==> src/hdl/igr_pkg.sv <==
`default_nettype none

package igr_pkg;

    localparam int DATA_BYTES   = 8;
    localparam int DATA_WID     = DATA_BYTES * 8;
    localparam int TID_WID      = 2;

    // register port
    localparam int REG_ADDR_WID = 3;
    localparam int REG_DATA_WID = 2;
    localparam int NUM_SRC_MAX  = 4;

    localparam logic [REG_ADDR_WID-1:0] PAUSE_ADDR = 3'd4;

    typedef enum logic [1:0] {
        IGR_APP    = 2'd0,
        IGR_BYPASS = 2'd1,
        IGR_DROP   = 2'd2
    } igr_dest_t;

    typedef struct packed {
        logic [DATA_WID-1:0]   tdata;
        logic [DATA_BYTES-1:0] tkeep;
        logic                  tlast;
        logic [TID_WID-1:0]    tid;
        logic [0:0]            tuser;
    } axis_beat_t;

    // beat plus the destination picked at packet start
    typedef struct packed {
        axis_beat_t beat;
        igr_dest_t  dest;
    } igr_beat_t;

endpackage

`default_nettype wire

==> src/hdl/axis_pkt_arb.sv <==
`default_nettype none
`timescale 1ns/1ns

module axis_pkt_arb (
    input  logic              core_clk,
    input  logic              core_rstn,

    input  logic [1:0]        in_valid,
    input  igr_pkg::igr_beat_t in_data [2],
    output logic [1:0]        in_ready,

    output logic              out_valid,
    output igr_pkg::igr_beat_t out_data,
    input  logic              out_ready
);

    logic locked;
    logic grant;
    logic grant_q;

    // last grant doubles as the locked input while a packet is open
    always_comb begin
        if (locked) begin
            grant = grant_q;
        end else if (in_valid[0] && in_valid[1]) begin
            grant = ~grant_q;
        end else begin
            grant = in_valid[1];
        end
    end

    assign out_valid = in_valid[grant];
    assign out_data  = in_data[grant];

    always_comb begin
        in_ready        = 2'b00;
        in_ready[grant] = out_ready;
    end

    always_ff @(posedge core_clk) begin
        if (!core_rstn) begin
            locked  <= 1'b0;
            grant_q <= 1'b1;
        end else if (out_valid) begin
            grant_q <= grant;
            // a presented beat locks the grant, even if it stalls
            if (out_ready && out_data.beat.tlast) begin
                locked <= 1'b0;
            end else begin
                locked <= 1'b1;
            end
        end
    end

endmodule

`default_nettype wire

==> src/hdl/axis_slice.sv <==
`default_nettype none
`timescale 1ns/1ns

module axis_slice #(
    parameter type payload_t = logic [7:0]
) (
    input  logic     core_clk,
    input  logic     core_rstn,

    input  logic     in_valid,
    input  payload_t in_data,
    output logic     in_ready,

    output logic     out_valid,
    output payload_t out_data,
    input  logic     out_ready
);

    logic     main_valid;
    logic     skid_valid;
    payload_t main_data;
    payload_t skid_data;

    logic     main_load;

    // main register frees up this cycle
    assign main_load = out_ready || !main_valid;

    assign in_ready  = !skid_valid;
    assign out_valid = main_valid;
    assign out_data  = main_data;

    always_ff @(posedge core_clk) begin
        if (!core_rstn) begin
            main_valid <= 1'b0;
            skid_valid <= 1'b0;
        end else if (main_load) begin
            main_valid <= skid_valid || in_valid;
            skid_valid <= 1'b0;
        end else if (in_valid && in_ready) begin
            skid_valid <= 1'b1;
        end
    end

    always_ff @(posedge core_clk) begin
        if (main_load) begin
            main_data <= skid_valid ? skid_data : in_data;
        end
        // catch the beat that arrives while output stalls
        if (!main_load && in_ready) begin
            skid_data <= in_data;
        end
    end

endmodule

`default_nettype wire

==> src/hdl/igr_port_path.sv <==
`default_nettype none
`timescale 1ns/1ns

module igr_port_path (
    input  logic                core_clk,
    input  logic                core_rstn,

    input  logic                cmac_valid,
    input  igr_pkg::axis_beat_t cmac_data,
    output logic                cmac_ready,

    input  logic                host_valid,
    input  igr_pkg::axis_beat_t host_data,
    output logic                host_ready,

    input  igr_pkg::igr_dest_t  cmac_sel,
    input  igr_pkg::igr_dest_t  host_sel,
    input  logic                pause,

    output logic                app_valid,
    output igr_pkg::axis_beat_t app_data,
    input  logic                app_ready,

    output logic                byp_valid,
    output igr_pkg::axis_beat_t byp_data,
    input  logic                byp_ready
);

    logic [1:0]          src_valid;
    logic [1:0]          src_ready;
    igr_pkg::axis_beat_t src_data [2];
    igr_pkg::igr_dest_t  src_sel  [2];

    logic [1:0]          arb_valid;
    logic [1:0]          arb_ready;
    igr_pkg::axis_beat_t slc_data [2];
    igr_pkg::igr_beat_t  arb_data [2];

    logic                mrg_valid;
    logic                mrg_ready;
    igr_pkg::igr_beat_t  mrg_data;
    logic                to_app;

    logic                app_in_ready;
    logic                byp_in_ready;
    logic                byp_slc_valid;
    igr_pkg::igr_beat_t  app_q;
    igr_pkg::igr_beat_t  byp_q;

    // source 0 is cmac, source 1 is host
    assign src_valid   = {host_valid, cmac_valid};
    assign src_data[0] = cmac_data;
    assign src_data[1] = host_data;
    assign src_sel[0]  = cmac_sel;
    assign src_sel[1]  = host_sel;
    assign cmac_ready  = src_ready[0];
    assign host_ready  = src_ready[1];

    for (genvar s = 0; s < 2; s++) begin : g_src
        logic               tag_held;
        igr_pkg::igr_dest_t tag_q;

        axis_slice #(.payload_t(igr_pkg::axis_beat_t)) in_slice_i (
            .core_clk  (core_clk),
            .core_rstn (core_rstn),
            .in_valid  (src_valid[s]),
            .in_data   (src_data[s]),
            .in_ready  (src_ready[s]),
            .out_valid (arb_valid[s]),
            .out_data  (slc_data[s]),
            .out_ready (arb_ready[s])
        );

        // select is latched on the first cycle a packet's head is presented
        always_ff @(posedge core_clk) begin
            if (!core_rstn) begin
                tag_held <= 1'b0;
                tag_q    <= igr_pkg::IGR_DROP;
            end else if (arb_valid[s] && arb_ready[s] && slc_data[s].tlast) begin
                tag_held <= 1'b0;
            end else if (arb_valid[s] && !tag_held) begin
                tag_held <= 1'b1;
                tag_q    <= src_sel[s];
            end
        end

        assign arb_data[s] = '{beat: slc_data[s], dest: tag_held ? tag_q : src_sel[s]};
    end

    axis_pkt_arb arb_i (
        .core_clk  (core_clk),
        .core_rstn (core_rstn),
        .in_valid  (arb_valid),
        .in_data   (arb_data),
        .in_ready  (arb_ready),
        .out_valid (mrg_valid),
        .out_data  (mrg_data),
        .out_ready (mrg_ready)
    );

    // bypass and drop both leave on the bypass side
    assign to_app    = (mrg_data.dest == igr_pkg::IGR_APP);
    assign mrg_ready = to_app ? app_in_ready : byp_in_ready;

    axis_slice #(.payload_t(igr_pkg::igr_beat_t)) app_slice_i (
        .core_clk  (core_clk),
        .core_rstn (core_rstn),
        .in_valid  (mrg_valid && to_app),
        .in_data   (mrg_data),
        .in_ready  (app_in_ready),
        .out_valid (app_valid),
        .out_data  (app_q),
        .out_ready (app_ready)
    );

    axis_slice #(.payload_t(igr_pkg::igr_beat_t)) byp_slice_i (
        .core_clk  (core_clk),
        .core_rstn (core_rstn),
        .in_valid  (mrg_valid && !to_app),
        .in_data   (mrg_data),
        .in_ready  (byp_in_ready),
        .out_valid (byp_slc_valid),
        .out_data  (byp_q),
        .out_ready (byp_ready && !pause)
    );

    // test pause holds bypass beats in the slice
    assign byp_valid = byp_slc_valid && !pause;

    always_comb begin
        app_data       = app_q.beat;
        app_data.tuser = 1'b0;
        app_data.tid   = igr_pkg::TID_WID'(app_q.beat.tid[0]);

        byp_data        = byp_q.beat;
        byp_data.tuser  = 1'b0;
        // upper tid bit flags a drop packet
        byp_data.tid[1] = (byp_q.dest == igr_pkg::IGR_DROP);
    end

endmodule

`default_nettype wire

==> src/hdl/igr_sel_regs.sv <==
`default_nettype none
`timescale 1ns/1ns

module igr_sel_regs #(
    parameter int NUM_PORT = 2
) (
    input  logic                              core_clk,
    input  logic                              core_rstn,

    input  logic                              reg_wr,
    input  logic [igr_pkg::REG_ADDR_WID-1:0]  reg_addr,
    input  logic [igr_pkg::REG_DATA_WID-1:0]  reg_wdata,

    output igr_pkg::igr_dest_t                dest_sel [2*NUM_PORT],
    output logic                              pause
);

    igr_pkg::igr_dest_t sel_q [igr_pkg::NUM_SRC_MAX];
    igr_pkg::igr_dest_t wr_dest;

    // code 3 is undefined, treat as drop
    assign wr_dest = (reg_wdata == 2'd3) ? igr_pkg::IGR_DROP : igr_pkg::igr_dest_t'(reg_wdata);

    always_ff @(posedge core_clk) begin
        if (!core_rstn) begin
            for (int i = 0; i < igr_pkg::NUM_SRC_MAX; i++) begin
                sel_q[i] <= igr_pkg::IGR_DROP;
            end
            pause <= 1'b0;
        end else if (reg_wr) begin
            for (int i = 0; i < igr_pkg::NUM_SRC_MAX; i++) begin
                if (reg_addr == igr_pkg::REG_ADDR_WID'(i)) begin
                    sel_q[i] <= wr_dest;
                end
            end
            if (reg_addr == igr_pkg::PAUSE_ADDR) begin
                pause <= reg_wdata[0];
            end
        end
    end

    // cmac selects first, then host selects
    for (genvar p = 0; p < NUM_PORT; p++) begin : g_sel
        assign dest_sel[p]          = sel_q[p];
        assign dest_sel[NUM_PORT+p] = sel_q[2+p];
    end

endmodule

`default_nettype wire

==> src/hdl/igr_switch.sv <==
`default_nettype none
`timescale 1ns/1ns

module igr_switch #(
    parameter int NUM_PORT = 2
) (
    input  logic                             core_clk,
    input  logic                             core_rstn,

    input  logic                             reg_wr,
    input  logic [igr_pkg::REG_ADDR_WID-1:0] reg_addr,
    input  logic [igr_pkg::REG_DATA_WID-1:0] reg_wdata,

    input  logic                             cmac_valid [NUM_PORT],
    input  igr_pkg::axis_beat_t              cmac_data  [NUM_PORT],
    output logic                             cmac_ready [NUM_PORT],

    input  logic                             host_valid [NUM_PORT],
    input  igr_pkg::axis_beat_t              host_data  [NUM_PORT],
    output logic                             host_ready [NUM_PORT],

    output logic                             app_valid  [NUM_PORT],
    output igr_pkg::axis_beat_t              app_data   [NUM_PORT],
    input  logic                             app_ready  [NUM_PORT],

    output logic                             byp_valid  [NUM_PORT],
    output igr_pkg::axis_beat_t              byp_data   [NUM_PORT],
    input  logic                             byp_ready  [NUM_PORT]
);

    igr_pkg::igr_dest_t dest_sel [2*NUM_PORT];
    logic               pause;

    igr_sel_regs #(.NUM_PORT(NUM_PORT)) sel_regs_i (
        .core_clk  (core_clk),
        .core_rstn (core_rstn),
        .reg_wr    (reg_wr),
        .reg_addr  (reg_addr),
        .reg_wdata (reg_wdata),
        .dest_sel  (dest_sel),
        .pause     (pause)
    );

    for (genvar p = 0; p < NUM_PORT; p++) begin : g_port
        igr_port_path port_i (
            .core_clk   (core_clk),
            .core_rstn  (core_rstn),
            .cmac_valid (cmac_valid[p]),
            .cmac_data  (cmac_data[p]),
            .cmac_ready (cmac_ready[p]),
            .host_valid (host_valid[p]),
            .host_data  (host_data[p]),
            .host_ready (host_ready[p]),
            .cmac_sel   (dest_sel[p]),
            .host_sel   (dest_sel[NUM_PORT+p]),
            .pause      (pause),
            .app_valid  (app_valid[p]),
            .app_data   (app_data[p]),
            .app_ready  (app_ready[p]),
            .byp_valid  (byp_valid[p]),
            .byp_data   (byp_data[p]),
            .byp_ready  (byp_ready[p])
        );
    end

endmodule

`default_nettype wire

==> config.mk <==
export PLATFORM = sky130hd
export DESIGN_NAME = igr_switch
export DESIGN_NICKNAME = d
export VERILOG_FILES = /design/src/hdl/igr_pkg.sv /design/src/hdl/axis_pkt_arb.sv /design/src/hdl/axis_slice.sv /design/src/hdl/igr_port_path.sv /design/src/hdl/igr_sel_regs.sv /design/src/hdl/igr_switch.sv
export SDC_FILE = /design/constraint.sdc
export NUM_CORES = 1
export LEC_CHECK = 0
export BUFFER_PORTS_ARGS = -buffer_cell sky130_fd_sc_hd__buf_2
export CORE_MARGIN = 3
export CORE_UTILIZATION = 27
export DETAILED_ROUTE_END_ITERATION = 8
export GPL_TIMING_DRIVEN = 0
export PLACE_DENSITY_LB_ADDON = 0.15
export SLEW_MARGIN = 0
export SYNTH_ARGS = -nofsm -noshare
export SYNTH_HDL_FRONTEND = slang
export SYNTH_SLANG_ARGS = --single-unit
==> constraint.sdc <==
create_clock -name core_clk -period 15.98 [get_ports core_clk]
set_clock_uncertainty 0.15 [all_clocks]
set_input_delay 1.598 -clock core_clk [delete_from_list [all_inputs] [get_ports core_clk]]
set_output_delay 1.598 -clock core_clk [all_outputs]
set_load 0.01 [all_outputs]
==> results of run 1 <==
==> routing by layer <==
layer / part of all wire, % / global-route usage [%]
met1: 40 / 18.2
met3: 5.3 / 3.69
met5: 0.11 / 0
met2: 51 / 26.9
met4: 3.6 / 5.89
==> area by class of cell <==
| class | count | area share (%) |
|---|---|---|
| timing repair buffer | 676 | 7.50 |
| inverter | 12 | 0.0833 |
| antenna | 30 | 0.125 |
| tap | 2340 | 4.87 |
| multi-input combinational | 1213 | 16.0 |
| clock buffer | 191 | 6.55 |
| buffer | 274 | 2.86 |
| clock inverter | 69 | 0.976 |
| sequential | 1233 | 61.0 |
==> power breakdown <==
group	switching, W	internal [W]	leakage [nW]	total, W
clock network	0.00137	0.00181	2.19	0.00317
registers	0.000104	0.00404	12.1	0.00414
logic	0.000724	0.000539	8.13	0.00126
total	0.00219	0.00638	22.4	0.00858
==> worst paths after layout <==
check,from,to
worst min-delay path,g_port[1].port_i.g_src[1].tag_q[0],g_port[1].port_i.g_src[1].tag_q[0]
worst max register to register,g_port[1].port_i.g_src[0].in_slice_i.out_valid,g_port[1].port_i.g_src[1].in_slice_i.skid_data[32]
worst min register to register,g_port[1].port_i.g_src[1].tag_q[0],g_port[1].port_i.g_src[1].tag_q[0]
worst max-delay path,g_port[1].port_i.g_src[1].in_slice_i.skid_valid,host_ready[0]
==> metrics by stage <==
step | util, % | setup WS [ps]
4_1_cts | 34.1 | 11030
6_report | 34.1 | 11150
3_3_place_gp | 30.6 | -27710
2_1_floorplan | - | 1650
3_5_place_dp | 31.5 | 11850
5_1_grt | 34.1 | 10920
==> worst reg2reg max path, cell delays in order (launching register included) <==
cell and delay [ps]:
dfxtp_1 500, nand2_1 150, a22oi_1 230, clkbuf_1 560
o21ai_4 350, buf_16 270, buf_12 190, nor2_4 440
buf_16 240, buf_16 180, buf_16 180
==> sequential cells by signal, indices dropped and copies added (netlist names), 4 cells and up <==
signal / flops
g_port.port_i.app_slice_i.out_data: 148
g_port.port_i.g_src.tag_held: 4
g_port.port_i.g_src.in_slice_i.skid_valid: 4
g_port.port_i.app_slice_i.skid_data: 148
g_port.port_i.byp_slice_i.out_data: 152
sel_regs_i.sel_q: 8
g_port.port_i.g_src.in_slice_i.out_valid: 4
g_port.port_i.g_src.in_slice_i.out_data: 296
g_port.port_i.g_src.tag_q: 8
g_port.port_i.byp_slice_i.skid_data: 152
g_port.port_i.g_src.in_slice_i.skid_data: 296
==> placed cells by master, fill, tap and decap left out, types with 27 or more instances in the layout <==
cell,count
mux2_2,600
dfxtp_1,33
clkbuf_1,80
buf_16,32
nand2_1,461
buf_2,660
buf_4,163
diode_2,30
buf_12,27
clkinv_1,39
edfxtp_1,1200
clkbuf_16,149
==> cell families after synthesis <==
logic type / synth area share [%]
muxes: 14.4
and+or+nand+nor: 4.36
buffers and inverters: 3.68
other: 0.00782
DFF: 76.6
AOI/OAI and AO/OA: 0.987
==> flow_summary.toml, run 1 <==
[timing]
drv_slew = 0
min_period_ps = 4830
tightest_slew_ps = 1030
rsz0062_at_grt = "no"
slew_headroom_pct = 31.4
fmax_mhz = 207
setup_tns_ps = 0
hold_violations = 0
whs_ps = 320
period_share_pct = 30.2
finalSetupViolCount = 0

[critical_path]
worstPathArrival_ps = 3080
crit_path_max_fanout = 10
rrSetupSlack_ps = 12220
crit_path_frequent_cell = "buf_2"
cp_num_buf_inv = 6
cp.required_ps = 14230
cp.depth = 6
ff2ff_path_depth = 10
cp-end-kind = "primary output"
crit_family = "buffers and inverters"
start_kind = "register"
path_class = "reg -> out"
cpPeakStageDelay_ps = 780
path_cells = "clkbuf_1 > buf_1 > buf_2 > inv_1 > buf_4 > buf_2"
crit_path_top_delay_cell = "buf_1"

[run]
cap_violations = 0

[grt]
grt_max_degree = 44
overflow = 0
grt_util_all_layers_pct = 15.4
antenna_found_initial = 108
grt_pass1_wl_um = 198000
grt_pass1_vias = 25913

[routing]
antenna_left = 0
initialDrtViolationCount = 1639
via_per_inst = 4.26
drc = 0
vias = 25707
routed_wl_um = 143000
post_drt_wl_per_cell_um = 23.6
first_pass_iters = 5

[yosys]
synth_ff_type = "edfxtp_1"
yosys-top-cells-count = "1200 x edfxtp_1, 600 x mux2_2, 461 x nand2_1, 163 x buf_4"
synth_cells = 2727
synth_most_common_cell = "edfxtp_1"
synthArstFlopShare_pct = 0
syn_avg_cell_area_sq_um = 17.6
yosys.cell_types.count = 39
synth_area_sq_um = 47900
synth_top_area_cell = "edfxtp_1"
yosysTopAreaCellShare_pct = 75.2
synth_seq_cells = 1233
synth-edff-count = 1200
synth_warnings = 0
synth_area_leaders = "edfxtp_1 75%, mux2_2 14%, nand2_1 3.6%, buf_4 2.6%, dfxtp_1 1.4%"
ys_seq_area_share_pct = 76.6

[worst_hold_path]
hold_path.class = "reg -> reg"
worstHoldPathCells = 2

[finish]
finalNonFillerCells = 6038
final_nets = 3877
regArea_sq_um = 36700
final_layout_size_suffix_gt1_share_pct = 46.1
area_growth_syn_to_layout_pct = 25.4
fillerInstances = 17226
fin_area_sq_um = 60100
multi_input_area_sq_um = 9620

[clock_tree]
clkSinkCount = 1233
htreeDepth = 4
ctsResizeCount = 0
clk_pin_slew_ps = 60
cts_tree = "yes"
clk_latency_ps = 780
clockRootBuffer = "clkbuf_16"
cts_buffers = 147
post-cts-setup-buffers = 0
holdBufCountCts = 0
max-clock-path-buffers = 3

[power]
power.density_nw_per_um2 = 143
power.leakage_nw = 22.4
power.total_w = 0.00858
irDropWorstVdd_mv = 0.0796

[floorplan]
num_rows = 154
dieArea_sq_um = 183000
die_h_um = 427
core_sq_um = 176000
die_x_um = 427
io_pins = 632
start_util_pct = 27.2

[placement]
port_buffers = 617
gp_congestion = 0.744
placed_cell_area_sq_um = 55500
place_inst = 5748
dp_hpwl_um = 102000

[status]
outcome = "finished, final reports clean"
(Power assumes the default switching activity.)
==> run 2: changes to the inputs <==
Settings changed: ABC_AREA set to 1.
Clock period 15.98 ns to 4.7 ns, I/O delays scaled along.
==> flow_summary.toml, run 2 <==
[status]
outcome = "finished, final reports clean"

[timing]
tightest_slew_ps = 1250
fmax_mhz = 239
drv_slew = 0
hold_violations = 0
slew_headroom_pct = 16.5
period_share_pct = 89.1
rsz0062_at_grt = "no"
min_period_ps = 4190
finalSetupViolCount = 0
setup_tns_ps = 0

[critical_path]
crit_path_frequent_cell = "buf_12"
path_class = "reg -> reg"
worstPathArrival_ps = 4470
cp.required_ps = 4980
crit_path_top_delay_cell = "clkbuf_1"
crit_path_max_fanout = 45
r2r_start = "g_port[0].port_i.app_slice_i.skid_valid"
start_kind = "register"
crit_family = "simple AND/OR/NAND/NOR gates"
path_cells = "clkbuf_1 > nand3_4 > nand3_1 > nand2_4 > nor2_4 > buf_12 > buf_12"
cp-end-kind = "register"
cpPeakStageDelay_ps = 970
ff2ff_path_depth = 7
rrSetupSlack_ps = 510
cp_num_buf_inv = 3
r2r_end = "g_port[0].port_i.g_src[0].in_slice_i.skid_data[29]"

[power]
seqPwrFrac_pct = 46.1
irDropWorstVdd_mv = 0.290
power.density_nw_per_um2 = 556
combPwrFrac_pct = 23.8
p_sw_share_pct = 30.2
p_switching_w = 0.0106
power.leakage_nw = 24.3
pwr-share-clk_pct = 30.1
p_int_w = 0.0245

[floorplan]
die_h_um = 430
num_rows = 155
start_util_pct = 27.2
io_pins = 632
core_sq_um = 179000
die_x_um = 430
dieArea_sq_um = 185000

[finish]
multi_input_area_sq_um = 9280
final_cell_mix = "1239 x nand2_1, 1200 x edfxtp_1, 627 x buf_2"
finalNonFillerCells = 7355
layout_commonest_cell = "nand2_1"
final_layout_size_suffix_gt1_share_pct = 25.2
fillerInstances = 17695
final_nets = 5179
area_growth_syn_to_layout_pct = 29.9
regArea_sq_um = 36700

[grt]
overflow = 0
grt_pass1_vias = 31988
grt_pass1_wl_um = 226000
grt_util_all_layers_pct = 16.9
antenna_found_initial = 62
grt_max_degree = 80

[yosys]
synth_ff_type = "edfxtp_1"
synth_top_area_cell = "edfxtp_1"
synth_cells = 3740
yosys-top-cells-count = "1245 x nand2_1, 1200 x edfxtp_1, 202 x inv_1, 189 x o21ai_1, 174 x buf_4"
yosys.cell_types.count = 34
synth_most_common_cell = "nand2_1"
syn_avg_cell_area_sq_um = 13.0
yosysTopAreaCellShare_pct = 74.1
synth_warnings = 0
ys_seq_area_share_pct = 75.5
synth_area_leaders = "edfxtp_1 74%, nand2_1 9.6%, buf_4 2.7%, o21ai_2 2.5%, o21ai_1 1.9%"
synth_seq_cells = 1233
synth_area_sq_um = 48600
synthArstFlopShare_pct = 0
synth-edff-count = 1200

[routing]
initialDrtViolationCount = 1877
drc = 0
vias = 31216
antenna_left = 0
routed_wl_um = 159000
first_pass_iters = 5
post_drt_wl_per_cell_um = 21.6
via_per_inst = 4.24

[clock_tree]
clockRootBuffer = "clkbuf_16"
ctsResizeCount = 0
clk_pin_slew_ps = 60
cts_tree = "yes"
clk_latency_ps = 760
cts_buffers = 145
clkSinkCount = 1233
max-clock-path-buffers = 3
htreeDepth = 4

[worst_hold_path]
worstHoldPathCells = 2
min_from = "cmac_data[7]"
hold_end = "g_port[1].port_i.g_src[0].in_slice_i.skid_data[7]"
hold_path.class = "in -> reg"

[placement]
dp_hpwl_um = 112000
place_inst = 6750
port_buffers = 617
gp_congestion = 0.805

[run]
cap_violations = 0
[run 2: cell count changes after synthesis, moves of 90 or more]
cell      previous run  this run
o21ai_2              0       140
clkbuf_1            43       133
o21ai_1              2       189
inv_1               12       202
o21ai_0             15       140
mux2_2             600         0
nand2_1            461      1245
[run 2: how the worst max path moves through the flow]
stage,slack [ps],start,cells after the start,to
6_report,510,g_port[0].port_i.app_slice_i.skid_valid,7,g_port[0].port_i.g_src[0].in_slice_i.skid_data[29]
5_1_grt,300,g_port[1].port_i.app_slice_i.skid_valid,8,g_port[1].port_i.g_src[1].in_slice_i.skid_data[4]
4_1_cts,330,g_port[1].port_i.app_slice_i.skid_valid,8,g_port[1].port_i.g_src[1].in_slice_i.skid_data[4]
3_5_place_dp,310,g_port[1].port_i.app_slice_i.skid_valid,8,g_port[1].port_i.g_src[1].in_slice_i.skid_data[4]
3_3_place_gp,-4050,g_port[0].port_i.app_slice_i.skid_valid,5,g_port[0].port_i.g_src[0].in_slice_i.skid_data[36]
2_1_floorplan,70,g_port[0].port_i.g_src[0].in_slice_i.out_valid,10,g_port[0].port_i.g_src[1].in_slice_i.skid_data[10]
[run 2: cell type report]
| cell class | count | area share (%) |
|---|---|---|
| diodes | 34 | 0.135 |
| plain buffers | 331 | 3.19 |
| repair buffers | 967 | 11.0 |
| clock inverters | 58 | 0.816 |
| multi-input cells | 1976 | 14.7 |
| clock buffers | 196 | 6.15 |
| inverters | 205 | 1.24 |
| flip-flops and latches | 1233 | 58.1 |
| well taps | 2355 | 4.67 |
[run 2: logic make-up after synthesis]
logic type / share of synthesized area, %
compound gates: 6.12
buf+inv: 5.73
other cells: 0.00771
flops: 75.5
simple gates: 12.7
[run 2: power by group through the flow]
stage	sequential [W]	clock (W)	combinational, W
4_1_cts	0.0162	0.0109	0.00859
3_5_place_dp	0.0164	0	0.00832
2_1_floorplan	0.0165	0	0.00414
3_3_place_gp	0.0166	0	0.00803
5_1_grt	0.0164	0.0114	0.00907
6_report	0.0162	0.0106	0.00835
[run 2: metrics by stage]
step	setup slack, ps	instance area (sq um)	power, W	hold WS, ps	utilization [%]
floorplan	67.1	48700	0.0207	279	-
global placement	-4050	54700	0.0246	293	30.6
detailed placement	315	55500	0.0247	294	31.1
CTS	333	63100	0.0357	181	35.3
global route	300	63100	0.0368	230	35.4
finish	514	63200	0.0351	269	35.4
[run 2: timing repair]
action,CTS,global route
hold buffers,317,0
buffers inserted,0,0
hold endpoints to repair,609,0
setup endpoints to repair,0,0
[run 2: metal layers]
layer / global-route usage, % / wire [um] / share of wire [%] / up-vias
met2: 30.5 / 82500 / 52 / 797
met5: 0 / 41 / 0.026 / -
met4: 9.66 / 9140 / 5.8 / 6
li1: - / - / - / 14909
met1: 19.1 / 61400 / 39 / 15196
met3: 2.46 / 5750 / 3.6 / 308
